<file path="src/rtl/isaPkg.sv">
package isaPkg;

	// Architectural widths
	localparam int wordW = 32;
	localparam int memDepth = 256;
	localparam int mulSteps = 32;

	typedef logic [3:0] regIdxT;

	typedef enum logic [3:0] {
		opAdd = 4'd0,
		opSub = 4'd1,
		opAnd = 4'd2,
		opOr  = 4'd3,
		opShl = 4'd4,
		opSra = 4'd5,
		opNeg = 4'd6,
		opNot = 4'd7,
		opMul = 4'd8
	} aluOpT;

	// Three-register format
	typedef struct packed {
		logic [4:0]  opcode;
		regIdxT      ra;
		regIdxT      rb;
		regIdxT      rc;
		logic [14:0] unused;
	} rFmtT;

	// Immediate format, ra and rb sit where they do in rFmtT
	typedef struct packed {
		logic [4:0]  opcode;
		regIdxT      ra;
		regIdxT      rb;
		logic [18:0] imm;
	} iFmtT;

	typedef union packed {
		rFmtT rFmt;
		iFmtT iFmt;
	} instrU;

endpackage
</file>
<file path="src/rtl/regFile.sv">
`timescale 1ns/1ns

module regFile (
	input  logic                     clock,
	input  logic                     rstN,
	input  logic                     we,
	input  isaPkg::regIdxT           idx,
	input  logic [isaPkg::wordW-1:0] wdata,
	output logic [isaPkg::wordW-1:0] rdata
);
	import isaPkg::*;

	logic [wordW-1:0] regs [2**$bits(regIdxT)];

	// Single shared index for the write and the read
	always_ff @(posedge clock or negedge rstN) begin
		if (!rstN) begin
			for (int i = 0; i < 2**$bits(regIdxT); i++) begin
				regs[i] <= '0;
			end
		end else if (we) begin
			regs[idx] <= wdata;
		end
	end

	assign rdata = regs[idx];

	// A write needs a decoded index from the IR
	idxKnownOnWrite: assert property (
		@(posedge clock) disable iff (!rstN)
		we |-> !$isunknown(idx)
	) else $error("regFile write with unknown index");

endmodule

</file>
<file path="config.mk">
export PLATFORM = sky130hd
export DESIGN_NAME = regFile
export DESIGN_NICKNAME = d
export VERILOG_FILES = /design/src/rtl/isaPkg.sv /design/src/rtl/regFile.sv
export SDC_FILE = /design/constraint.sdc
export NUM_CORES = 1
export LEC_CHECK = 0
export ABC_AREA = 0
export BUFFER_PORTS_ARGS = -buffer_cell sky130_fd_sc_hd__buf_2
export CAP_MARGIN = 20
export CORE_ASPECT_RATIO = 1.75
export CORE_MARGIN = 2
export CORE_UTILIZATION = 54
export DETAILED_ROUTE_END_ITERATION = 12
export PLACE_DENSITY = 0.79
export SKIP_CTS_REPAIR_TIMING = 1
export SLEW_MARGIN = 20
export SYNTH_ARGS = -nofsm -noshare
export SYNTH_HDL_FRONTEND = slang
export SYNTH_SLANG_ARGS = --single-unit
</file>
<file path="constraint.sdc">
create_clock -name clock -period 5.6 [get_ports clock]
set_input_delay 0.84 -clock clock [delete_from_list [all_inputs] [get_ports clock]]
set_output_delay 0.84 -clock clock [all_outputs]
set_load 0.01 [all_outputs]
</file>
# Word level (Yosys, flattened, before mapping)
# Cells that the tools add are included.
# op_classes
reduce_logical	1
muxes	6
order_cmp	2
n_bitwise	1
# op_table
op	n
bitwise mux 512 bit	1
binary-select mux 32 bit (select 4 bit)	1
demux 32 bit (select 4 bit)	1
two-way mux 32 bit	3
greater-or-equal comparator 5 bit (second input constant)	1
< comparator 5 x 1 -> 1 bit (second input constant)	1
NOT 4 -> 5 bit	1
logical AND 1 bit	1
# totals
register_bits	512
inputBits	39
elab_cells	26
output_inout_bits	32

# Depth between registers and ports, before layout
# Gate-level depths: netlist of run 1.
# depth
depth_word	6
depth_mapped	6
mapped_depth_nobuf	3

# Least setup slack after synthesis of run 1
# OpenSTA, ideal clock, no wires.
# synth_timing
path_kind	input port to output port
start	input idx[0]
end	output rdata[0] (netlist name)
stages	6
path_slack_ns	2.504
t_required_ns	4.760
path_buffers	3
arrival_time_ns	2.256
path_cell_list	buf_2 > buf_4 > buf_2 > mux4_2 > a22oi_1 > nand2_1
# synth_via
elab_chain_len	4
# synth_rtl
element	line	source
start: declaration	regFile.sv:7	input isaPkg::regIdxT idx,
NOT 4 -> 5 bit (not written as such)	regFile.sv:26	assign rdata = regs[idx];
binary-select mux 32 bit (select 4 bit)	regFile.sv:26	
two-way mux 32 bit (not written as such) (2 in series)	regFile.sv:26	
end: declaration	regFile.sv:9	output logic [isaPkg::wordW-1:0] rdata
# Every way passes these cells. The select of a mux whose other input is x is not followed.

# Worst setup path after layout of run 1
# layout_timing
start	input idx[0]
end	output rdata[10] (netlist name)
# The elaborated chain is that of the path after synthesis.

==> results of run 1 <==
-- cell type report --
cell class / count / area [µm²]
antenna: 1 / 2.50
clock buffer: 67 / 1350
timing repair buffer: 101 / 687
sequential: 512 / 12800
clock inverter: 13 / 223
tap: 555 / 694
multi-input combinational: 765 / 9560
fill: 3026 / 16400
-- kinds of logic (layout without fill, tap and decap cells) --
kind of cell	after synthesis	count (layout)	share of synthesized area [%]
AOI/OAI and AO/OA	64	64	2.10
buffers and inverters	130	181	2.69
and+or+nand+nor	61	61	1.38
other	0	1	0
muxes	640	640	37.8
DFF	512	512	56.0
-- layout by cell type (no fill, tap or decap), types with 3 or more instances in the layout --
cell and instances:
buf_4 25, nor3_4 6, mux2_2 486, a22oi_1 64
bufinv_16 5, clkbuf_16 45, nor2_4 7, mux4_2 128
buf_12 6, nand2_1 34, clkbuf_1 8, mux2_1 26
buf_2 67, clkinv_2 3, dfrtp_1 512, clkbuf_8 15
-- layer usage --
layer / vias to the layer above / part of all wire (%)
met4: 8 / 2.3
met3: 87 / 4.1
met1: 6935 / 40
met5: - / 0.10
met2: 270 / 53
li1: 5277 / -
-- report_power, final --
group,internal (W),switching [W]
Sequential,0.00456,0.000439
Combinational,0.00111,0.000662
Clock,0.00190,0.00137
Total,0.00757,0.00247
-- stage by stage --
step,instance area [µm²],std cells,setup WS [ns]
after floorplan,22900,1407,2.50
final,25300,2014,1.62
after CTS,25300,2013,1.41
after global routing,25300,2013,1.37
after detailed placement,23800,1933,1.42
after global placement,23800,1933,1.41
-- cells in the mapped netlist --
cell      count  area share (%)
nand3b_1      2           0.066
and2_1        1           0.027
nand3_1       2           0.044
nor2_1        7            0.11
mux2_2      486              24
buf_2        59             1.3
buf_1         4           0.066
nor4_2        1           0.055
or3_1         2           0.055
or4_1         1           0.033
nand2b_4      1           0.060
nor3_2        6            0.26
buf_6         3            0.15
nand2_1      34            0.56
mux2_1       26             1.3
nand2b_1      2           0.055
a22oi_1      64             2.1
nor2b_1       2           0.055
mux4_2      128              13
buf_4         8            0.26
clkbuf_1     56            0.92
dfrtp_1     512              56
-- how the worst max path moves through the flow --
stage | cells after the start | to | slack, ns | start
floorplan | 6 | rdata[0] | 2.50 | idx[0]
global placement | 6 | rdata[10] | 1.41 | idx[0]
detailed placement | 6 | rdata[10] | 1.42 | idx[0]
CTS | 6 | rdata[10] | 1.41 | idx[0]
global route | 6 | rdata[10] | 1.37 | idx[0]
finish | 6 | rdata[10] | 1.62 | idx[0]
==> summary.txt, run 1 <==
status = finished, final reports clean
Routed WL per cell = 25.9 µm
GR met2 Demand/Resource = 42.7%
maxcap violations = 0
Top Registers = regs (512)
1st-iter DRT viols = 863
largest net degree at the start of global routing = 156
Post-Route Setup TNS = 0 ns
Core Box Area = 0.0417 mm²
Rows = 99
post-route clock skew = 0 ns
slowest CP cell = buf_8
vias in the first global route = 14200
RR Endpoint = regs[187]
post-route DRC violation count = 0
Slew Limit Fails = 0
warning count from the yosys run = 0
Synth Cell Area = 0.0229 mm²
root buffer cell = clkbuf_16
RSZ-0062 raised after global routing = false
Num CTS Buffers = 45
GR Util All Layers = 24.4%
Hold Slack = 0.303 ns
DR vias/cell = 6.24
Detail Placement HPWL = 30.1 mm
Startpoint Class = input port
Clk Latency, worst-skew pair = 0.56 ns
CTS tree = yes
Slew headroom = 26.0%
cells along the critical path = buf_8 > buf_4 > mux4_2 > a22oi_1 > nand2_1 > buf_2
placer's final routability congestion estimate = 0.753
slowest stage delay, CP = 0.71 ns
Die Wd = 160 µm
nets@finish = 1464
syn_area_per_cell = 16.3 µm²
grt met3 use = 3.87%
TritonRoute pass-1 iters = 7
first-pass GRT wire length = 83.1 mm
final wirelength = 52.1 mm
CP max FO = 87
Setup Viol. Count Final = 0
Seq/Total Area, Yosys = 56.0%
period utilisation layout = 71.1%
number of flip-flops in the largest register = 512
leakage = 10.8 nW
H-tree depth = 2
cells after synthesis = 1407
fmax = 251 MHz
Hold Path Class = input port to async pin
clk sinks = 512
GR Layer Usage met1 = 31.7%
initial antenna violation count = 4
grt peak-use layer = met2
final hold violation count = 0
Via Count = 12600
Area Overhead vs Synth = 10.8%
worst slew pin tran = 1.11 ns
full die area = 0.0441 mm²
Top-Level Pins = 71
total power = 0.0100 W
setup slack, reg-to-reg = 4.78 ns
peak supply drop = 233 µV
Post-Route Utilization = 60.7%
final worst path period need = 3.98 ns
post-route ant nets = 0
Syn Nets = 1446
r2r worst-path depth = 1
Starting Density = 54.8%
Reg clk slew, reported paths = 0.06 ns
Req. time, crit path = 4.76 ns
#FFs+latches synth = 512
Die Y-Extent = 276 µm
crit path DAT = 3.14 ns
Worst path top cell family by delay = buffers and inverters
r2r startpoint = regs[187]
Biggest register = regs
total grt overflow = 0
Bufs on Longest Clock Path = 3
element type at the critical path end = primary output
CP Class = input port to primary output
Pwr Density = 396 mW/mm²
IO buf count = 70
worst path bufs/invs = 3
layout cells sized above 1 = 55.4%
post-synthesis cell type count = 22
Power figures use the tool's default switching activity.
==> run 2: changes to the inputs <==
- ABC_AREA: 0 -> 1
- PLACE_DENSITY: 0.79 -> 0.81
- clock period: 5.6 -> 3.2 ns (I/O delays scaled with it)
==> run 2 against run 1 <==
Against the previous run: utilization fell by 0.43 points; worst hold slack improved by 0.083 ns; largest power group unchanged; critical endpoint is now rdata[14]; sequential cell count unchanged; first-iteration DRC count up 120%; final area is 4.7% higher; clock-buffer cell count increased by 1; largest cell class unchanged; critical path type unchanged; via count grew 67%; synthesized cell count rose by 130%.
==> summary.txt, run 2 <==
Reg clk slew, reported paths = 0.07 ns
Async S/R FF share, synth = 100%
placer's final routability congestion estimate = 0.817
Core Box Area = 0.0440 mm²
most frequent cells in the layout = 1634 x nand2_1, 512 x dfrtp_1, 256 x nor2_1, 256 x a21oi_1, 220 x o21ai_0
cells along the critical path = clkbuf_8 > inv_8 > buf_4 > nand2_1 > nand2_1 > nand2_1 > nand2_1 > nand2_1 > nand2_1 > inv_1 > nand2_1 > buf_2
Hold Path Class = input port to register
CP Class = input port to primary output
Post-Route Setup TNS = 0 ns
cells after synthesis = 3265
root buffer cell = clkbuf_16
Worst path top cell family by delay = buffers and inverters
top_reg_cell synth = dfrtp_1
initial antenna violation count = 0
Clk Latency, worst-skew pair = 0.58 ns
Syn Nets = 3304
final wirelength = 65.9 mm
Top Registers = regs (512)
combinational fraction of design power = 18.9%
Slew headroom = 56.1%
worst hold path depth = 3
TritonRoute pass-1 iters = 6
leakage = 13.9 nW
total grt overflow = 0
RSZ-0062 raised after global routing = false
warning count from the yosys run = 0
worst path bufs/invs = 5
Switch Pwr = 0.00525 W
Bufs on Longest Clock Path = 3
commonest non-fill, non-tap cell in the layout = nand2_1
Rows = 102
proportion of power drawn by the clock network = 32.0%
crit path DAT = 2.20 ns
Synth Cell Area = 0.0239 mm²
Crit path top cell by count = nand2_1
final worst path period need = 2.68 ns
sequential share of power = 49.1%
#FFs+latches synth = 512
Biggest register = regs
Ant. Diodes = 0
Layout fillers = 3879
Die Y-Extent = 282 µm
Slew Limit Fails = 0
Detail Placement HPWL = 38.5 mm
Area Overhead vs Synth = 11.1%
Seq/Total Area, Yosys = 53.6%
Pwr Density = 666 mW/mm²
share of the synthesized area in the top cell type = 53.6%
post-synthesis cell type count = 15
number of synthesized flops with an enable pin = 0
vias in the first global route = 20300
post-route ant nets = 0
full die area = 0.0460 mm²
Top-Level Pins = 71
CP max FO = 49
first-pass GRT wire length = 107 mm
CP Depth = 12
status = finished, final reports clean
Via Count = 20900
Die Wd = 163 µm
most frequent cell after synthesis = nand2_1
nets@finish = 3261
total power = 0.0177 W
largest net degree at the start of global routing = 84
maxcap violations = 0
top area cells in the synthesized netlist = dfrtp_1 54%, nand2_1 26%, a21oi_1 5.4%, o21ai_0 4.6%, nor2_1 4.0%
number of flip-flops in the largest register = 512
final hold violation count = 0
r2r worst-path depth = 2
commonest cells in the netlist = 1642 x nand2_1, 512 x dfrtp_1, 256 x a21oi_1, 256 x nor2_1, 220 x o21ai_0
Routed WL per cell = 17.2 µm
Startpoint Class = input port
period utilisation layout = 83.9%
slowest stage delay, CP = 0.34 ns
clk sinks = 512
internal power contribution = 0.0124 W
fmax = 373 MHz
CTS tree = yes
Num CTS Buffers = 45
Setup Viol. Count Final = 0
peak supply drop = 408 µV
worst slew pin tran = 0.658 ns
Starting Density = 54.3%
H-tree depth = 2
IO buf count = 70
1st-iter DRT viols = 1926
Req. time, crit path = 2.72 ns
post-route clock skew = 0 ns
fin area = 0.0265 mm²
area leader, netlist = dfrtp_1
syn_area_per_cell = 7.32 µm²
element type at the critical path end = primary output
DR vias/cell = 5.47
post-route DRC violation count = 0
placed inst area = 0.0250 mm²
slowest CP cell = inv_8
sw frac = 29.8%
GR Util All Layers = 29.5%
layout cells sized above 1 = 7.03%
==> run 2: cell count changes after synthesis, moves of 10 or more <==
cell      before   now
mux2_2       486     0
a22oi_1       64     0
o21ai_0        0   220
inv_1          0   100
nand2_1       34  1642
a21oi_1        0   256
mux4_2       128     0
mux2_1        26     0
clkbuf_1      56   161
nor2_2         0    10
o21ai_1        0    36
nor2_1         7   256
==> run 2: per-layer routing <==
layer / part of all wire (%) / up-vias / GRT usage, %
li1: - / 9984 / -
met3: 6.6 / 199 / 3.81
met4: 4.2 / 0 / 13.2
met1: 39 / 9967 / 36.9
met2: 50 / 793 / 51.1
met5: 0 / - / 0
==> run 2: layout make-up <==
| cell class | instances | area, µm² | area share (%) |
|---|---|---|---|
| sequential | 512 | 12800 | 48.3 |
| multi-input combinational | 2424 | 9850 | 37.1 |
| tap | 572 | 716 | 2.70 |
| clock inverter | 15 | 164 | 0.618 |
| inverter | 104 | 400 | 1.51 |
| clock buffer | 68 | 1370 | 5.15 |
| timing repair buffer | 135 | 1220 | 4.62 |
==> run 2: power by group through the flow <==
stage / registers [W] / clock network, W / logic, W
finish: 0.00867 / 0.00565 / 0.00334
global placement: 0.00869 / 0 / 0.00321
floorplan: 0.00857 / 0 / 0.00242
global route: 0.00882 / 0.00594 / 0.00392
detailed placement: 0.00875 / 0 / 0.00332
CTS: 0.00864 / 0.00570 / 0.00336
==> run 2: per-stage QoR <==
step                      cells  utilization (%)  setup WS, ns  hold WS [ns]
after global placement     3746             56.8         0.541         0.466
after detailed placement   3746             56.8         0.515         0.473
final                      3830             60.3         0.516         0.386
after global routing       3830             60.3         0.383         0.414
after floorplan            3265                -          1.12         0.184
after CTS                  3829             60.2         0.518       -0.0758
==> run 2: final timing paths <==
check,from,endpoint,slack [ns]
max,idx[0],rdata[14],0.52
min,wdata[25],regs[89],0.39
max reg2reg,regs[445],regs[445],2.46
min reg2reg,regs[239],regs[239],0.48
max in group asynchronous,rstN,regs[456],1.81
min in group asynchronous,rstN,regs[242],0.50
==> run 2: cell families (layout without fill, tap and decap cells) <==
kind of cell	after synthesis	count (layout)	synth area share (%)
simple gates	1912	1912	30.2
flops	512	512	53.6
compound gates	512	512	10.7
buf+inv	329	322	5.44
==> run 2: worst reg2reg max path, delay by kind of cell (launching register included) <==
kind	cells	cell delay, ns
compound gates	1	0.07
flops	1	0.38
simple gates	1	0.14
