<file path="config.mk">
export PLATFORM = sky130hd
export DESIGN_NAME = regSelect
export DESIGN_NICKNAME = d
export VERILOG_FILES = /design/src/rtl/isaPkg.sv /design/src/rtl/regSelect.sv
export SDC_FILE = /design/constraint.sdc
export NUM_CORES = 1
export LEC_CHECK = 0
export BUFFER_PORTS_ARGS = -buffer_cell sky130_fd_sc_hd__buf_2
export CAP_MARGIN = 30
export CORE_UTILIZATION = 26
export DETAILED_ROUTE_END_ITERATION = 16
export PLACE_DENSITY = 0.84
export SLEW_MARGIN = 10
export SYNTH_ARGS = -nofsm -noshare
export SYNTH_HDL_FRONTEND = slang
export SYNTH_SLANG_ARGS = --single-unit
</file>
<file path="constraint.sdc">
create_clock -name vclk -period 0.8
set_input_delay 0.08 -clock vclk [all_inputs]
set_output_delay 0.08 -clock vclk [all_outputs]
set_load 0.005 [all_outputs]
</file>
<file path="src/rtl/isaPkg.sv">
package isaPkg;

	// Architectural widths
	localparam int wordW = 32;
	localparam int memDepth = 256;
	localparam int mulSteps = 32;

	typedef logic [3:0] regIdxT;

	typedef enum logic [3:0] {
		opAdd = 4'd0,
		opSub = 4'd1,
		opAnd = 4'd2,
		opOr  = 4'd3,
		opShl = 4'd4,
		opSra = 4'd5,
		opNeg = 4'd6,
		opNot = 4'd7,
		opMul = 4'd8
	} aluOpT;

	// Three-register format
	typedef struct packed {
		logic [4:0]  opcode;
		regIdxT      ra;
		regIdxT      rb;
		regIdxT      rc;
		logic [14:0] unused;
	} rFmtT;

	// Immediate format, ra and rb sit where they do in rFmtT
	typedef struct packed {
		logic [4:0]  opcode;
		regIdxT      ra;
		regIdxT      rb;
		logic [18:0] imm;
	} iFmtT;

	typedef union packed {
		rFmtT rFmt;
		iFmtT iFmt;
	} instrU;

endpackage
</file>
<file path="src/rtl/regSelect.sv">
`timescale 1ns/1ns

module regSelect (
	input  isaPkg::instrU            ir,
	input  logic                     gra,
	input  logic                     grb,
	input  logic                     grc,
	output isaPkg::regIdxT           idx,
	output logic [isaPkg::wordW-1:0] constant
);
	import isaPkg::*;

	localparam int immW = $bits(ir.iFmt.imm);

	// ra and rb are at the same place in both views
	always_comb begin
		idx = '0;
		if (gra) begin
			idx = ir.rFmt.ra;
		end else if (grb) begin
			idx = ir.rFmt.rb;
		end else if (grc) begin
			idx = ir.rFmt.rc;
		end
	end

	// Sign-extended immediate
	assign constant = {{(wordW - immW){ir.iFmt.imm[immW-1]}}, ir.iFmt.imm};

	selOneHot: assert final ($onehot0({gra, grb, grc}))
		else $error("more than one register select strobe high");

endmodule

</file>
# Yosys cells after proc, flatten, opt, wreduce, memory -nomap -nowiden
# Index checks and enable logic that the tools add are counted.
# op_classes
muxes	3
# op_table
operator	count
two-way mux 4 bit	3
# totals
regBits	0
inputBits	35
output_inout_bits	36

# Logic depth before layout (Yosys ltp)
# Gate-level depths: netlist of the first run.
# logic_depth
depth_word	3
depth_mapped	2
ltp_nobuf	2

# Worst setup path before layout of the first run
# Ideal clock, no wire load.
# synth_path
path_type	input-to-output
startpoint	in grb
endpoint	out idx[3]
t_arrival_ns	0.358
required_time_ns	0.720
path_slack_ns	0.362
path_stages	2
path_buffers	0
path_cell_list	nand3b_1 > a21oi_1
# synth_between
elab_chain_len	2
# synth_lines
item	line_no	source
start: declaration	regSelect.sv:6	input logic grb,
two-way mux 4 bit	regSelect.sv:20	end else if (grb) begin
two-way mux 4 bit	regSelect.sv:18	if (gra) begin
end: declaration	regSelect.sv:8	output isaPkg::regIdxT idx,
# Every way passes these cells.

# Final worst setup path of the first run
# layout_path
startpoint	in grb
endpoint	out idx[2]
# The elaborated chain is that of the path after synthesis.

==> results of run 1 <==
## through the flow
stage | std cells | utilization (%) | area [um^2]
final | 67 | 26.9 | 315
after global routing | 67 | 26.9 | 315
after CTS | 67 | 26.9 | 315
after detailed placement | 67 | 26.9 | 315
after global placement | 67 | 26.9 | 315
after floorplan | 48 | - | 350
## synthesized netlist by cell type
| cell type | count | share of area, % |
|---|---|---|
| and2b_1 | 3 | 6.4 |
| nand3b_1 | 4 | 8.6 |
| buf_4 | 32 | 69 |
| a21oi_2 | 3 | 7.5 |
| nor2b_1 | 1 | 1.8 |
| a21oi_1 | 5 | 7.1 |
## path summary, 6_finish.rpt
kind / start / endpoint / slack (ns) / cells past startpoint
worst max-delay path: grb / idx[2] / 0.09 / 4
worst min-delay path: ir[12] / constant[12] / 0.16 / 0
## where the power goes
group          total (uW)  internal (uW)  switching (uW)
Sequential              0              0               0
Combinational         165           92.4            73.0
Clock                   0              0               0
Total                 165           92.4            73.0
## per-layer routing
| metal | part of all wire [%] | vias to the layer above | global-route usage (%) |
|---|---|---|---|
| met1 | 33 | 127 | 7.09 |
| met4 | 0 | 0 | 0.862 |
| met5 | 0 | - | 0 |
| met3 | 15 | 0 | 1.16 |
| met2 | 52 | 30 | 18.3 |
| li1 | - | 135 | - |
## cells by family after synthesis
| logic type | Yosys count |
|---|---|
| simple gates | 8 |
| buf+inv | 32 |
| compound gates | 8 |
## final cells by class
type,instances,area (um^2)
well taps,14,17.5
fillers,137,856
multi-input cells,16,110
repair buffers,37,188
==> key figures, run 1 <==
Run status
  – Run status: finished clean

Synthesis
  – Xor/xnor share of the synthesized area: 0%
  – Post-synthesis mux area share: 0%
  – Largest family of logic cells by synthesized area: buffers and inverters
  – Post-Synth Adder-Cell Area: 0%
  – Sequential area share after synthesis: 0%
  – Synth Warn #: 0
  – Syn avg cell area: 7.30 um^2
  – Synth Area in Compound Gates: approximately 15%
  – Netlist cell types: 6
  – Synthesized-area fraction occupied by and/or/nand/nor cells: 16.8%
  – Mapped Area: 350 um^2
  – Syn nets: between 80 and 90
  – Mapped Cells: 48

STA
  – Final Hold Violating Endpoints: 0
  – Worst Tran Pin Value: 0.180 ns
  – Pins over their slew limit: 0
  – Hold_ws: 0.160 ns
  – Sum of negative setup slack: 0 ns
  – RSZ-0062 raised after global routing: false
  – Setup WS post-layout: between 0.08 and 0.09 ns
  – Fmax: around 1400 MHz
  – Fin crit share: roughly nine tenths
  – Setup violators final: 0
  – Max_slew headroom: between 80% and 90%
  – Crit path time final: between 0.7 and 0.8 ns

Placed design
  – RePlAce Congestion: approximately 0.56
  – Place WS: 0.0859 ns
  – Port Buffer Count: 36
  – HPWL after detailed placement: 532 um

Global route
  – Total GRT Usage: 8.05%
  – Largest net degree at the start of global routing: 15
  – Antenna violations before repair: 0
  – Vias in the first global route: 233
  – Global-route wire length before repair: around 910 um
  – GRT overflow: 0

Die
  – Die Wd: a little under 40 um
  – Core area: 0.00117 mm^2
  – Die Area: approximately 0.0015 mm^2
  – Die Ht: between 30 and 40 um
  – Initial cell density of the core: between 20% and 30%
  – Num rows: 12
  – I/O pin cnt: a little over 70

Final layout
  – Seq_cells: 0
  – Register area: 0 um^2
  – Antenna cells: 0
  – Layout cells sized above 1: approximately three quarters
  – Commonest non-fill, non-tap cell in the layout: buf_2
  – Nets: 90
  – # clk buffers: 0
  – Most frequent cells in the layout: buf_2, a21oi_1, nand3b_1
  – Area Growth Syn to Fin: -10.0%

Setup path
  – Critical path class: input pin to output pin
  – CP dominant cell by count: buf_2
  – Critical path required time: between 0.7 and 0.8 ns
  – CP startpoint kind: input pin
  – Critical-path top delay cell: nand3b_1
  – Crit-path max cell delay: 0.17 ns
  – Bufs and invs on worst path: 2
  – CP cell instances: buf_2 > nand3b_1 > a21oi_2 > buf_2
  – Critical path peak fanout: 8
  – Arrival time worst endpoint: 0.63 ns
  – Family with the most delay on the worst path: buffers and inverters
  – Crit. End Element: output pin

CTS
  – CTS hold repair buffers: 0
  – Setup Fix Bufs, Post-CTS: 0
  – Cts repair resizes: 0

Route
  – Detailed-route via count: between 200 and 300
  – DRT Pass-1 Iters: 5
  – Avg WL per Cell: about 9 um
  – Final wirelength: 613 um
  – Vias per cell: 4.36
  – Initial drt markers: 1
  – Number of remaining DRC errors: 0
  – DRT antenna net count: 0

Power
  – Final Power: about 170 uW
  – VDD IR max: 0.118 mV
  – Lkg Pwr: about 0.00018 uW
  – Power Density: around 520 mW/mm^2

Min path
  – HP Class: input pin to output pin

Job
  – Maximum capacitance violations: 0
Power figures use the tool's default switching activity.
==> inputs of run 2 (changes only) <==
BUFFER_PORTS_ARGS = unset   (was -buffer_cell sky130_fd_sc_hd__buf_2)
CORE_AREA = 2 2 39 41   (was unset)
CORE_UTILIZATION = unset   (was 26)
DIE_AREA = 0 0 41 43   (was unset)
DONT_BUFFER_PORTS = 1   (was unset)
PLACE_DENSITY = 0.4   (was 0.84)
==> run 2 against run 1 <==
  * Global-route usage down 3.0 points
  * Largest cell class is now multi-input gates
  * First-iteration DRC count down 100%
  * Worst hold slack about the same
==> key figures, run 2 (synthesized netlist as in run 1, its figures left out) <==
Die
  – I/O pin cnt: 71 (unchanged)
  – Die Wd: 41 um (+5.9%)
  – Die Ht: 43 um (+11%)
  – Core area: 0.00138 mm^2 (+18%)
  – Die Area: 0.00176 mm^2 (+18%)
  – Num rows: 14 (+2)
  – Initial cell density of the core: 25.3% (-4.6 points)

Setup path
  – Critical path class: input pin to output pin
  – CP startpoint kind: input pin
  – Family with the most delay on the worst path: compound AO/OA/AOI/OAI gates
  – CP cell instances: nand3b_1 > a21oi_2
  – Crit-path max cell delay: 0.16 ns (about the same)
  – Arrival time worst endpoint: 0.39 ns (-0.24 ns)
  – Critical path required time: 0.72 ns (about the same)
  – Critical-path top delay cell: a21oi_2
  – Critical path peak fanout: 8 (unchanged)
  – Bufs and invs on worst path: 0 (-2)
  – Crit. End Element: output pin

Route
  – Final wirelength: 445 um (-27%)
  – Met3 WL: 106 um (+13%)
  – Avg WL per Cell: 13.9 um (+52%)
  – Metal2 WL: 181 um (-43%)
  – Number of remaining DRC errors: 0 (unchanged)
  – Metal-1 WL: 152 um (-25%)
  – DRT Pass-1 Iters: 1 (-4)
  – Vias per cell: 4.25 (-2.5%)
  – Detailed-route via count: 136 (-53%)
  – Initial drt markers: 0 (-1)
  – DRT antenna net count: 0 (unchanged)
  – Max Used Layer: met4

STA
  – RSZ-0062 raised after global routing: false
  – Pins over their slew limit: 0 (unchanged)
  – Sum of negative setup slack: 0 ns (unchanged)
  – Max_slew headroom: 88.5% (+0.50 points)
  – Worst Tran Pin Value: 0.173 ns (-0.00700 ns)
  – Final Hold Violating Endpoints: 0 (unchanged)
  – Fin crit share: 58.2% (-31 points)
  – Fmax: 2150 MHz (+53%)
  – Crit path time final: 0.466 ns (-0.248 ns)
  – Setup violators final: 0 (unchanged)

Final layout
  – Nets: 53 (-41%)
  – # clk buffers: 0 (unchanged)
  – Register area: 0 um^2 (unchanged)
  – Most frequent cells in the layout: a21oi_1, nand3b_1, and2b_1, a21oi_2, nor2b_1
  – Antenna cells: 0 (unchanged)
  – Non-filler cells in the finished layout: 32 (-52%)
  – Commonest non-fill, non-tap cell in the layout: a21oi_1
  – Fill cell count: 158 (+15%)
  – Area Growth Syn to Fin: -62.9%
  – Seq_cells: 0 (unchanged)
  – Multi-input gate area: 110 um^2 (unchanged)
  – Layout cells sized above 1: 18.8% (-57 points)

Min path
  – HP Class: input pin to output pin

CTS
  – Setup Fix Bufs, Post-CTS: 0 (unchanged)
  – CTS hold repair buffers: 0 (unchanged)
  – Cts repair resizes: 0 (unchanged)

Global route
  – Total GRT Usage: 5.09% (-3.0 points)
  – Largest net degree at the start of global routing: 16 (+1)
  – Vias in the first global route: 132 (-43%)
  – Global-route wire length before repair: 669 um (-26%)
  – Antenna violations before repair: 0 (unchanged)
  – GRT overflow: 0 (unchanged)

Run status
  – Run status: finished clean

Power
  – Lkg Pwr: 0.0000372 uW (-80%)
  – VDD IR max: 0.0894 mV (-24%)
  – Power Density: 352 mW/mm^2 (-33%)

Placed design
  – Placed Instances: 32 (-52%)
  – Port Buffer Count: 0 (-100%)
  – RePlAce Congestion: 0.549 (-2.6%)

Job
  – Maximum capacitance violations: 0 (unchanged)
-- run 2: cell count changes in the layout (fill, tap and decap cells not counted) --
cell	before	now
buf_2	36	0
buf_4	1	0
-- run 2: worst paths after layout --
kind                  start          end  slack (ns)  cells past startpoint
worst max-delay path    grb       idx[1]        0.33                      2
worst min-delay path  ir[4]  constant[4]        0.16                      0
-- run 2: area by class of cell --
class                      count  area share (%)
multi-input combinational     16            84.6
tap                           16            15.4
-- run 2: layer usage --
metal	track usage, %	vias up
li1	-	60
met1	6.33	54
met2	7.50	20
met3	2.09	2
met4	2.00	0
met5	0	-
-- run 2: stage by stage --
stage / hold slack, ns / util [%] / total power [uW] / setup WS [ns] / cell area, um^2
final: 0.160 / 9.40 / 45.9 / 0.334 / 130
after global routing: 0.160 / 9.40 / 51.1 / 0.307 / 130
after CTS: 0.160 / 9.40 / 46.8 / 0.328 / 130
after detailed placement: 0.160 / 9.40 / 46.6 / 0.330 / 130
after global placement: 0.160 / 9.40 / 45.8 / 0.323 / 130
after floorplan: 0.241 / - / 172 / 0.362 / 350
-- run 2: power breakdown --
part	leakage (uW)	internal, uW	switching (uW)
clock network	0	0	0
logic	0.0000372	25.1	20.7
registers	0	0	0
total	0.0000372	25.1	20.7
==> inputs of run 3 (changes only) <==
ABC_AREA = 1   (was unset)
==> run 3 against run 2 <==
  * Synthesized cell count is 29% higher
  * Global-route usage shrank 1.3 points
  * Die area did not move
  * Largest cell class unchanged
  * Setup slack lost 0.086 ns
  * Core utilization shrank 0.090 points
  * Worst hold slack barely moved
  * First-iteration DRC count unchanged
  * Flip-flop and latch count is the same
==> key figures, run 3 <==
Synthesis
  – Post-synth top area share: 66.7% (-1.9 points)
  – Mapped Area: 360 um^2 (+2.9%)
  – Count leader, synth: buf_4
  – Syn nets: 97 (+17%)
  – Sequential area share after synthesis: 0% (unchanged)
  – Synth top cells by count: buf_4, nor2_1, nand2_1
  – Synth area leader: buf_4
  – Netlist cell types: 5 (-1)
  – Syn avg cell area: 5.81 um^2 (-20%)
  – Mapped Cells: 62 (+29%)
  – Synth Warn #: 0 (unchanged)
  – Top cells by area, synth: buf_4, nor2_1, nand2_1

Final layout
  – Seq_cells: 0 (unchanged)
  – Most frequent cells in the layout: nor2_1, nand2_1, inv_1
  – Layout cells sized above 1: 0% (-19 points)
  – # clk buffers: 0 (unchanged)
  – Final core utilization: 9.31% (-0.090 points)
  – Antenna cells: 0 (unchanged)
  – Register area: 0 um^2 (unchanged)
  – Nets: 66 (+25%)
  – Non-filler cells in the finished layout: 45 (+41%)
  – Area Growth Syn to Fin: -64.2%
  – Commonest non-fill, non-tap cell in the layout: nor2_1
  – Fill cell count: 173 (+9.5%)

Die
  – I/O pin cnt: 71 (unchanged)
  – Num rows: 14 (unchanged)
  – Initial cell density of the core: 26.0% (+0.72 points)
  – Core area: 0.00138 mm^2 (unchanged)
  – Die Area: 0.00176 mm^2 (unchanged)
  – Die Wd: 41 um (unchanged)
  – Die Ht: 43 um (unchanged)

Route
  – Avg WL per Cell: 10.4 um (-25%)
  – DRT Pass-1 Iters: 1 (unchanged)
  – Number of remaining DRC errors: 0 (unchanged)
  – Final wirelength: 468 um (+5.2%)
  – Vias per cell: 4.24 (-0.13%)
  – DRT antenna net count: 0 (unchanged)
  – Initial drt markers: 0 (unchanged)
  – Detailed-route via count: 191 (+40%)

STA
  – RSZ-0062 raised after global routing: false
  – Final Hold Violating Endpoints: 0 (unchanged)
  – Fmax: 1810 MHz (-16%)
  – Sum of negative setup slack: 0 ns (unchanged)
  – Pins over their slew limit: 0 (unchanged)
  – Setup WS post-layout: 0.248 ns (-0.0860 ns)
  – Worst Tran Pin Value: 0.205 ns (+0.0320 ns)
  – Fin crit share: 69.0% (+11 points)
  – Setup violators final: 0 (unchanged)
  – Crit path time final: 0.552 ns (+0.0860 ns)
  – Max_slew headroom: 86.3% (-2.2 points)

Run status
  – Run status: finished clean

CTS
  – Cts repair resizes: 0 (unchanged)
  – Setup Fix Bufs, Post-CTS: 0 (unchanged)
  – CTS hold repair buffers: 0 (unchanged)

Setup path
  – Crit. End Element: output pin
  – Critical path peak fanout: 8 (unchanged)
  – Arrival time worst endpoint: 0.47 ns (+0.08 ns)
  – Critical path required time: 0.72 ns (about the same)
  – Critical path class: input pin to output pin
  – CP startpoint kind: input pin

Global route
  – Total GRT Usage: 3.80% (-1.3 points)
  – Vias in the first global route: 118 (-11%)
  – Global-route wire length before repair: 496 um (-26%)
  – Antenna violations before repair: 0 (unchanged)
  – GRT overflow: 0 (unchanged)
  – Largest net degree at the start of global routing: 16 (unchanged)

Power
  – VDD IR max: 0.0215 mV (-76%)
  – Lkg Pwr: 0.0000660 uW (+77%)
  – Power Density: 369 mW/mm^2 (+4.7%)

Placed design
  – Place WS: 0.233 ns (-0.0971 ns)
  – HPWL after detailed placement: 410 um
  – RePlAce Congestion: 0.431 (-22%)
  – Port Buffer Count: 0 (unchanged)
  – Placed Instances: 45 (+41%)

Min path
  – Hold Path Cell Cnt: 0 (unchanged)
  – HP Class: input pin to output pin

Job
  – Maximum capacitance violations: 0 (unchanged)
==> run 3: cell types whose count changed after synthesis, moves of 3 or more <==
cell / before / now
and2b_1: 3 / 0
nand2_1: 0 / 12
nand3b_1: 4 / 0
a21oi_2: 3 / 0
nor2_1: 0 / 16
a21oi_1: 5 / 0
==> run 3: cell type report <==
type	count	area [um^2]	share of cell area [%]
Inverter	1	3.75	2.91
Tap cell	16	20.0	15.5
Multi-Input combinational cell	28	105	81.6
==> run 3: logic make-up after synthesis <==
logic type,share of synthesized area [%]
and+or+nand+nor,29.2
buffers and inverters,70.8
==> run 3: final timing paths <==
kind | startpoint | endpoint | slack, ns
max | gra | idx[2] | 0.25
min | ir[2] | constant[2] | 0.16
==> run 3: metrics by stage <==
stage / area [um^2] / hold WS, ns / power, uW
2_1_floorplan: 360 / 0.241 / 181
3_3_place_gp: 129 / 0.160 / 47.8
3_5_place_dp: 129 / 0.160 / 49.1
4_1_cts: 129 / 0.160 / 49.1
5_1_grt: 129 / 0.160 / 59.1
6_report: 129 / 0.160 / 47.6
==> run 3: report_power, final <==
group	internal (uW)	total (uW)	switching, uW
sequential	0	0	0
clock	0	0	0
combinational	19.0	47.6	28.6
==> run 3: worst max-delay path: stages <==
cell	delay (ns)
inv_1	0.15
nand2_1	0.08
nor2_1	0.10
nor2_1	0.06
==> run 3: routing by layer <==
layer	part of all wire, %	track usage, %
met3	23	1.05
met1	33	3.48
met5	0	0
met2	44	7.50
met4	0	0.667
