<file path="src/rtl/isaPkg.sv">
package isaPkg;

	// Architectural widths
	localparam int wordW = 32;
	localparam int memDepth = 256;
	localparam int mulSteps = 32;

	typedef logic [3:0] regIdxT;

	typedef enum logic [3:0] {
		opAdd = 4'd0,
		opSub = 4'd1,
		opAnd = 4'd2,
		opOr  = 4'd3,
		opShl = 4'd4,
		opSra = 4'd5,
		opNeg = 4'd6,
		opNot = 4'd7,
		opMul = 4'd8
	} aluOpT;

	// Three-register format
	typedef struct packed {
		logic [4:0]  opcode;
		regIdxT      ra;
		regIdxT      rb;
		regIdxT      rc;
		logic [14:0] unused;
	} rFmtT;

	// Immediate format, ra and rb sit where they do in rFmtT
	typedef struct packed {
		logic [4:0]  opcode;
		regIdxT      ra;
		regIdxT      rb;
		logic [18:0] imm;
	} iFmtT;

	typedef union packed {
		rFmtT rFmt;
		iFmtT iFmt;
	} instrU;

endpackage
</file>
<file path="src/rtl/aluUnit.sv">
`timescale 1ns/1ns

module aluUnit (
	input  logic                       clock,
	input  logic                       rstN,
	input  logic                       start,
	input  isaPkg::aluOpT              op,
	input  logic [isaPkg::wordW-1:0]   a,
	input  logic [isaPkg::wordW-1:0]   b,
	output logic [2*isaPkg::wordW-1:0] result,
	output logic                       done
);
	import isaPkg::*;

	aluOpT                 opR;
	logic [wordW-1:0]      opA;
	logic [wordW-1:0]      opB;
	logic [2*wordW-1:0]    mcand;
	logic [2*wordW-1:0]    acc;
	logic [$clog2(mulSteps):0] count;
	logic                  busy;
	logic [wordW-1:0]      simple;

	// One-cycle operations on the latched operands
	always_comb begin
		case (opR)
			opAdd: simple = opA + opB;
			opSub: simple = opA - opB;
			opAnd: simple = opA & opB;
			opOr:  simple = opA | opB;
			opShl: simple = opA << opB[4:0];
			opSra: simple = $signed(opA) >>> opB[4:0];
			opNeg: simple = -opB;
			opNot: simple = ~opB;
			default: simple = '0;
		endcase
	end

	always_ff @(posedge clock or negedge rstN) begin
		if (!rstN) begin
			busy <= 1'b0;
			done <= 1'b0;
			count <= '0;
			result <= '0;
		end else begin
			done <= 1'b0;
			if (start) begin
				busy <= 1'b1;
				count <= '0;
			end else if (busy && opR != opMul) begin
				result <= {{wordW{simple[wordW-1]}}, simple};
				done <= 1'b1;
				busy <= 1'b0;
			end else if (busy) begin
				// All steps done, product ready in acc
				if (count == mulSteps) begin
					result <= acc;
					done <= 1'b1;
					busy <= 1'b0;
				end else begin
					count <= count + 1'b1;
				end
			end
		end
	end

	// Shift-add multiply, the sign bit of b has negative weight
	always_ff @(posedge clock) begin
		if (start) begin
			opR <= op;
			opA <= a;
			opB <= b;
			mcand <= {{wordW{a[wordW-1]}}, a};
			acc <= '0;
		end else if (busy && opR == opMul && count != mulSteps) begin
			if (opB[0]) begin
				acc <= (count == mulSteps - 1) ? acc - mcand : acc + mcand;
			end
			mcand <= mcand << 1;
			opB <= opB >> 1;
		end
	end

	noStartWhileBusy: assert property (
		@(posedge clock) disable iff (!rstN)
		start |-> !busy
	) else $error("ALU start while busy");

endmodule

</file>
<file path="config.mk">
export PLATFORM = sky130hd
export DESIGN_NAME = aluUnit
export DESIGN_NICKNAME = d
export VERILOG_FILES = /design/src/rtl/isaPkg.sv /design/src/rtl/aluUnit.sv
export SDC_FILE = /design/constraint.sdc
export NUM_CORES = 1
export LEC_CHECK = 0
export BUFFER_PORTS_ARGS = -buffer_cell sky130_fd_sc_hd__buf_2
export CAP_MARGIN = 10
export CORE_ASPECT_RATIO = 1.1
export CORE_MARGIN = 1
export CORE_UTILIZATION = 40
export CTS_BUF_LIST = sky130_fd_sc_hd__clkbuf_8 sky130_fd_sc_hd__clkbuf_16
export DETAILED_ROUTE_END_ITERATION = 7
export PLACE_DENSITY = 0.66
export SYNTH_ARGS = -nofsm -noshare
export SYNTH_HDL_FRONTEND = slang
export SYNTH_SLANG_ARGS = --single-unit
</file>
<file path="constraint.sdc">
create_clock -name clock -period 6.24 [get_ports clock]
set_input_delay 0.624 -clock clock [delete_from_list [all_inputs] [get_ports clock]]
set_output_delay 0.624 -clock clock [all_outputs]
set_load 0.02 [all_outputs]
</file>
[Yosys cells after proc, flatten, opt, wreduce, memory -nomap -nowiden]
Index checks and enable logic that the tools add are counted.
W data, S select, Z words.
Word-level totals
  flip-flop bits (word level): 268
  bits in latches: 0
  bits in writable memories: 0
  ROM bits: 0
  input port bits: 71
  output and inout bits: 65
  memories kept: 0
Operators by class
  add/subtract/negate cells: 6
  multipliers: 0
  div/mod/pow operators: 0
  $lt $le $gt $ge: 0
  equal/unequal tests: 14
  shifts and indexed selects: 2
  muxes and demuxes: 21
  bitwise operators: 4
  reductions and logical operators: 11
Operators with widths (count)
  $mux W64: 6
  $pmux W32 S8: 1
  $add A64 B64 Y64: 1
  $mux W32: 2
  $sub A64 B64 Y64: 1
  $add A32 B32 Y32: 1
  $and A32 B32 Y32: 1
  $neg A32 Y32: 1
  $not A32 Y32: 1
  $or A32 B32 Y32: 1
  $shl A32 B5 Y32: 1
  $sshr A32 B5 Y32: 1
  $sub A32 B32 Y32: 1
  $mux W6: 4
  $eq A4 B3 Y1 const B: 4
  $eq A4 B2 Y1 const B: 2
  $mux W1: 8
  $reduce_bool A2 Y1: 4
  $add A6 B1 Y6 const B: 1
  $eq A6 B5 Y1 const B: 1
  $eq A6 B6 Y1 const B: 1
  $ne A6 B6 Y1 const B: 1
  $reduce_and A3 Y1: 2
  $eq A4 B1 Y1 const B: 1
  other kinds (7): 10

[Logic depth before layout (Yosys ltp)]
Gate-level depths: netlist (run 1).
  word-level depth: 5
  mapped depth: 21
  mapped depth without buffers: 20

[Worst setup path after synthesis (run 1)]
OpenSTA, ideal clock, no wires.
  kind: register to register
  from: register mcand[11]
  to: register acc[63]
  library setup time: 67 ps
  arrival: 4837 ps
  data required time: 6173 ps
  path slack: 1336 ps
  cell stages (with the launch flop): 18
  path buffers: 2
  cell sequence: edfxtp_1 or4_4 or3_1 buf_6 nor4_4 nand3_4 nor3_1 a41oi_1 xnor2_1 ha_1 clkbuf_1 nand4_1 or4_1 o311ai_0 a31oi_1 xnor2_2 or3_2 a21oi_2
Between the ends
  longest elaborated chain between the ends: 2
  elaborated cells between the ends (all ways): 3
Ends and longest elaborated chain
  start, declared: RTL line aluUnit.sv:18  | logic [2*wordW-1:0] mcand;
  start signal, assigned: RTL line aluUnit.sv:73  | mcand <= {{wordW{a[wordW-1]}}, a};
  start signal, assigned: RTL line aluUnit.sv:79  | mcand <= mcand << 1;
  $add A64 B64 Y64 / $sub A64 B64 Y64 (equally long branches): RTL line aluUnit.sv:77  | acc <= (count == mulSteps - 1) ? acc - mcand : acc + mcand;
  $mux W64 (*): RTL line aluUnit.sv:77
  end signal, assigned: RTL line aluUnit.sv:77
  end, declared: RTL line aluUnit.sv:19  | logic [2*wordW-1:0] acc;
Every way passes the cells marked *; elsewhere a longest branch is shown, timed or not.
A chain may end at the register's enable or synchronous reset.

[Worst setup path after layout (run 1)]
Ends and elaborated chain as after synthesis.

==> results of run 1 <==
==> through the flow <==
| stage | power, mW | area, sq um | hold slack [ps] | cells |
|---|---|---|---|---|
| 5_1_grt | 6.15 | 26200 | 174 | 3714 |
| 3_5_place_dp | 4.11 | 25300 | 476 | 3658 |
| 2_1_floorplan | 3.50 | 24000 | 328 | 2918 |
| 6_report | 5.87 | 26200 | 187 | 3715 |
| 4_1_cts | 5.87 | 26200 | 165 | 3714 |
| 3_3_place_gp | 4.10 | 25300 | 464 | 3658 |
==> worst max-delay path by stage <==
stage	depth (start not counted)	from	to
global placement	19	mcand[11]	acc[63]
detailed placement	19	mcand[11]	acc[63]
CTS	19	mcand[11]	acc[63]
floorplan	17	mcand[11]	acc[63]
global route	19	mcand[11]	acc[63]
finish	19	mcand[11]	acc[63]
==> critical path: cells and delay by family, from the launching register on <==
family                     cells  cell delay, ps
and+or+nand+nor                9            3170
adders and majority gates      1             390
DFF                            1             440
xor gates and xnor gates       2             250
AOI/OAI and AO/OA              7            1510
==> sequential cells by signal (all words and copies together) (netlist names), 4 cells and up <==
| name | cells |
|---|---|
| acc | 64 |
| mcand | 64 |
| opR | 4 |
| opA | 32 |
| opB | 32 |
| result | 64 |
| count | 6 |
==> area by class of cell <==
type / instances / area, sq um / share of cell area [%]
diodes: 1 / 2.50 / 0.00954
clock buffers: 32 / 801 / 3.05
clock inverters: 23 / 155 / 0.591
inverters: 138 / 518 / 1.97
multi-input cells: 2318 / 15800 / 60.1
flip-flops and latches: 268 / 7050 / 26.9
well taps: 760 / 951 / 3.62
repair buffers: 175 / 1000 / 3.82
==> kinds of logic (layout without fill, tap and decap cells) <==
kind of cell,after synthesis,count (layout),share of synthesized area [%]
adder cells (fa/ha/maj),173,173,9.10
AND/OR/NAND/NOR,878,878,16.7
AO/OA/AOI/OAI,955,955,24.5
buffers and inverters,332,368,5.31
XOR/XNOR,165,165,6.04
multiplexers,147,147,8.96
flip-flops,268,268,29.3
other,0,1,0
==> power by group through the flow <==
stage                     sequential [mW]  combinational (mW)  clock (mW)
after floorplan                      2.24                1.26           0
after global placement               2.22                1.88           0
after detailed placement             2.22                1.88           0
after CTS                            2.19                1.90        1.78
after global routing                 2.21                2.10        1.85
final                                2.19                1.93        1.74
==> layout by cell type (no fill, tap or decap), types with 60 or more instances in the layout <==
master	instances
mux2i_1	60
dfrtp_1	72
xor2_1	61
nor2_1	291
xnor2_1	103
inv_1	145
a21o_1	81
a21oi_1	309
buf_2	133
edfxtp_1	132
nand2_1	304
ha_1	170
dfxtp_1	64
o21ai_0	217
==> metal layers <==
metal	wire [microns]	share of wire (%)
met1	35700	44
met2	36700	45
met3	6710	8.2
met4	2650	3.2
met5	13	0.016
==> timing repair <==
action | CTS | global route
resized for setup | 0 | 0
hold buffers | 1 | 0
hold endpoints to repair | 29 | 0
setup buffers | 0 | 0
==> flow_summary.yaml, run 1 <==
pwr:
  p_seq_share_pct: 37.4
  powerDensity_nw_per_um2: 224
  leakage_nw: 11.0
  switchingPower_mw: 2.17
  combPwrFrac_pct: 32.9
  p_int_mw: 3.70
  switching_share_pct: 37.0
  ir_worst_vdd_mv: 0.189
  clkPwrFrac_pct: 29.7
routing:
  vias: 22600
  ant_nets: 0
  drc: 0
  first_iter_violations: 2256
  vias_per_cell: 6.10
  drt_wl_total_microns: 81800
  drtPass1Iterations: 5
  routedWlPerCell_microns: 22.0
setup_path:
  r2r_slack_ps: 410
  slowest_delay_ps: 570
  path_max_fanout: 9
  r2r_start: "mcand[11]"
  worst-r2r-cell-count: 19
  r2r-end: "acc[63]"
  critical_path.slowest_cell: "or4_4"
  path_cells: "or4_4, or3_1, nor4_1, and3_1, and2b_1, nand2_1, nor3_2, a21oi_1, xnor2_1, ha_1, a21o_1, a21o_1, a21o_1, nor3_1, o311ai_0, a31oi_1, xnor2_2, or3_2, a21oi_2"
  endpoint_kind: "flop"
  required_ps: 6770
  path_common_cell: "a21o_1"
  worstSetupPathType: "flop to flop"
  arrival_ps: 6360
  cp-start-kind: "flop"
synthesis:
  synth_top_area_share_pct: 16.5
  yosysSeqAreaShare_pct: 29.3
  synth.distinct_cells: 90
  synth_seq_cells: 268
  synth_top_area_cell: "edfxtp_1"
  syn_area_per_cell_sq_um: 8.24
  synth-main-ff-cell: "edfxtp_1"
  synth_edf_count: 132
  syn_inst: 2918
  synth-async-reset-ratio_pct: 26.9
  synth.area.top_cells: "edfxtp_1 16%, ha_1 8.8%, dfrtp_1 7.5%, a21oi_1 6.5%, dfxtp_1 5.3%"
  synthTopCellsByCount: "310 x a21oi_1, 306 x nand2_1, 292 x nor2_1, 217 x o21ai_0, 170 x ha_1"
  ys_warn_count: 0
  synth_nets: 3162
  yosysMostFrequentCell: "a21oi_1"
  syn_area_sq_um: 24000
cts:
  cts-root-buf: "clkbuf_16"
  cts_buffer_depth: 3
  cts.sinks: 268
  htreeDepth: 1
  cts_buffers: 30
  clk_latency_ps: 610
  clk_pin_slew_ps: 70
  cts_tree: "done"
hold_path:
  hold_path_end: "opR[2]"
  hold_class: "primary input to flop"
  min_from: "op[2]"
  hold_depth: 1
cells_and_area:
  fin_util_pct: 44.5
  layout-drive-gt1-share_pct: 11.7
  synthToLayoutAreaGrowth_pct: 9.10
  n_fill_cell: 5946
  finalNetCount: 3175
global_routing:
  first_global_vias: 21600
  use_met3_pct: 4.18
  grt_max_degree: 159
  grt_pass1_wl_microns: 127000
  grt_usage_pct: 26.3
  met1_usage_pct: 36.1
  grt-ovfl-total: 0
  busiest_layer: "met2"
  grtUsageMet2_pct: 42.0
  antenna_found_initial: 1
timing:
  setup_viol: 0
  hold_viol_final: 0
  period_share_pct: 93.4
  clock_skew_ps: 28.8
  worst_pin_slew_ps: 1050
  finalSetupTns_ps: 0
  grt_setup_unrepaired: "no"
  relSlewSlack_pct: 29.8
  period_needed_ps: 5830
  fmax_mhz: 172
  slew_violations: 0
  setup_ws_ps: 413
floorplanning:
  initial_core_util_pct: 40.8
  coreArea_sq_um: 59000
  die-area_sq_um: 61100
  io_pins: 136
  fp-row-count: 93
  dieHeight_microns: 259
  die_w_microns: 236
place:
  place_ws_ps: 401
  hpwl_microns: 62500
  io_buffers: 135
  place.gp.congestion: 0.994
status:
  status: "finished, final reports clean"
run:
  cap_violations: 0
(Power assumes the default switching activity.)
==> run 2: changes to the inputs <==
- ABC_AREA: not set -> 1
- CORE_UTILIZATION: 40 -> 50
- PLACE_DENSITY: 0.66 -> 0.8
- clock period: 6.24 -> 4.7 ns (I/O delays scaled with it)
==> flow_summary.yaml, run 2 <==
routing:
  drt_wl_total_microns: 114000
  drc: 0
  drtPass1Iterations: 6
  first_iter_violations: 3503
  vias: 29900
  ant_nets: 0
  routedWlPerCell_microns: 22.1
  vias_per_cell: 5.80
place:
  place_ws_ps: 376
  hpwl_microns: 92000
  place.gp.congestion: 1.07
  placed_cell_area_sq_um: 28400
  io_buffers: 135
  dp_cells: 5106
timing:
  holdWs_ps: 14.3
  setup_ws_ps: 308
  grt_setup_unrepaired: "no"
  hold_viol_final: 0
  relSlewSlack_pct: 29.4
  worst_pin_slew_ps: 1060
  finalSetupTns_ps: 0
  clock_skew_ps: 43.5
  period_share_pct: 93.5
  period_needed_ps: 4390
  setup_viol: 0
  slew_violations: 0
  fmax_mhz: 228
global_routing:
  busiest_layer: "met2"
  grt_max_degree: 109
  first_global_vias: 28000
  met1_usage_pct: 45.8
  antenna_found_initial: 0
  grtUsageMet2_pct: 66.8
  use_met3_pct: 5.28
  grt-ovfl-total: 0
  grt_pass1_wl_microns: 168000
  grt_usage_pct: 40.6
cts:
  clk_latency_ps: 630
  clk_pin_slew_ps: 60
  cts-root-buf: "clkbuf_16"
  cts_buffer_depth: 3
  cts_buffers: 30
  htreeDepth: 1
  cts_tree: "done"
  cts.sinks: 268
cells_and_area:
  largest_registers: "acc x64, mcand x64, result x64"
  n_fill_cell: 5591
  final_common_cell: "nand2_1"
  synthToLayoutAreaGrowth_pct: 8.26
  fin_area_sq_um: 29400
  fin_util_pct: 54.9
  layout-drive-gt1-share_pct: 7.56
  finalNetCount: 4654
  n_antenna_cell: 0
  layout.cells.non_filler: 5162
  final_cell_mix: "1,152 x nand2_1, 590 x inv_1, 550 x nand3_1"
setup_path:
  slowest_delay_ps: 450
  worstSetupPathType: "flop to flop"
  path_common_cell: "nand2_1"
  path_max_fanout: 5
  arrival_ps: 4920
  required_ps: 5230
  cp-start-kind: "flop"
  cp.buffers_inverters: 6
  crit_family: "simple AND/OR/NAND/NOR gates"
  endpoint_kind: "flop"
  critical_path.slowest_cell: "xor2_1"
synthesis:
  yosysMostFrequentCell: "nand2_1"
  synth.distinct_cells: 58
  synth_edf_count: 132
  yosysSeqAreaShare_pct: 25.9
  synth-async-reset-ratio_pct: 26.9
  synth_nets: 4593
  synth_top_area_share_pct: 15.9
  syn_inst: 4349
  synth_top_area_cell: "nand2_1"
  syn_area_per_cell_sq_um: 6.25
  synth.area.top_cells: "nand2_1 16%, edfxtp_1 15%, nand3_1 10%, inv_1 8.1%, ha_1 7.8%"
  synth-main-ff-cell: "edfxtp_1"
  syn_area_sq_um: 27200
  ys_warn_count: 0
  synth_seq_cells: 268
  synthTopCellsByCount: "1,152 x nand2_1, 587 x inv_1, 551 x nand3_1, 450 x nor2_1, 304 x a21oi_1"
pwr:
  p_seq_share_pct: 34.7
  clkPwrFrac_pct: 30.1
  finalPower_mw: 8.38
  leakage_nw: 14.9
  ir_worst_vdd_mv: 0.437
  p_int_mw: 4.98
  switchingPower_mw: 3.40
  powerDensity_nw_per_um2: 285
  switching_share_pct: 40.6
  combPwrFrac_pct: 35.1
floorplanning:
  initial_core_util_pct: 50.7
  coreArea_sq_um: 53700
  fp-row-count: 89
  die-area_sq_um: 55300
  dieHeight_microns: 247
  die_w_microns: 224
  io_pins: 136
run:
  cap_violations: 0
hold_path:
  hold_class: "primary input to flop"
status:
  status: "finished, final reports clean"
## run 2: power groups by stage
stage	Sequential (mW)	Clock, mW	Combinational (mW)
after global placement	2.94	0	2.84
after global routing	2.92	2.63	3.20
final	2.91	2.53	2.94
after floorplan	2.98	0	1.83
after CTS	2.90	2.54	2.87
after detailed placement	2.94	0	2.86
## run 2: layout make-up
cell class                      count  area [sq um]  area share (%)
Multi-Input combinational cell   3333         17200            58.3
Clock inverter                     24           264           0.897
Timing Repair Buffer              177          1020            3.48
Tap cell                          728           911            3.09
Clock buffer                       32           778            2.64
Sequential cell                   268          7050            23.9
Inverter                          600          2260            7.67
## run 2: final timing paths
check / start / endpoint / slack, ps / cells past startpoint
worst max register to register: mcand[0] / acc[55] / 310 / 26
max in group asynchronous: rstN / result[13] / 3960 / 1
worst min register to register: acc[3] / acc[3] / 500 / 2
worst max-delay path: mcand[0] / acc[55] / 310 / 26
min in group asynchronous: rstN / result[63] / 50 / 1
worst min-delay path: op[0] / opR[0] / 10 / 1
## run 2: cell families after synthesis
kind of cell	after synthesis	synth area share [%]
AND/OR/NAND/NOR	2358	37.0
buffers and inverters	748	11.1
AO/OA/AOI/OAI	706	14.9
flip-flops	268	25.9
adder cells (fa/ha/maj)	173	8.04
XOR/XNOR	92	2.96
multiplexers	4	0.147
## run 2: what timing repair did
item,4_1_cts,5_1_grt
buffers inserted,0,0
setup endpoints to repair,0,2
hold buffers,0,0
hold endpoints to repair,0,0
resized for setup,0,1
## run 2: metal layers
layer	share of wire (%)	wire, microns	vias to the layer above
li1	-	-	14400
met3	7.5	8520	406
met2	45	51700	1467
met4	11	12200	0
met5	0	0	-
met1	37	41800	13700
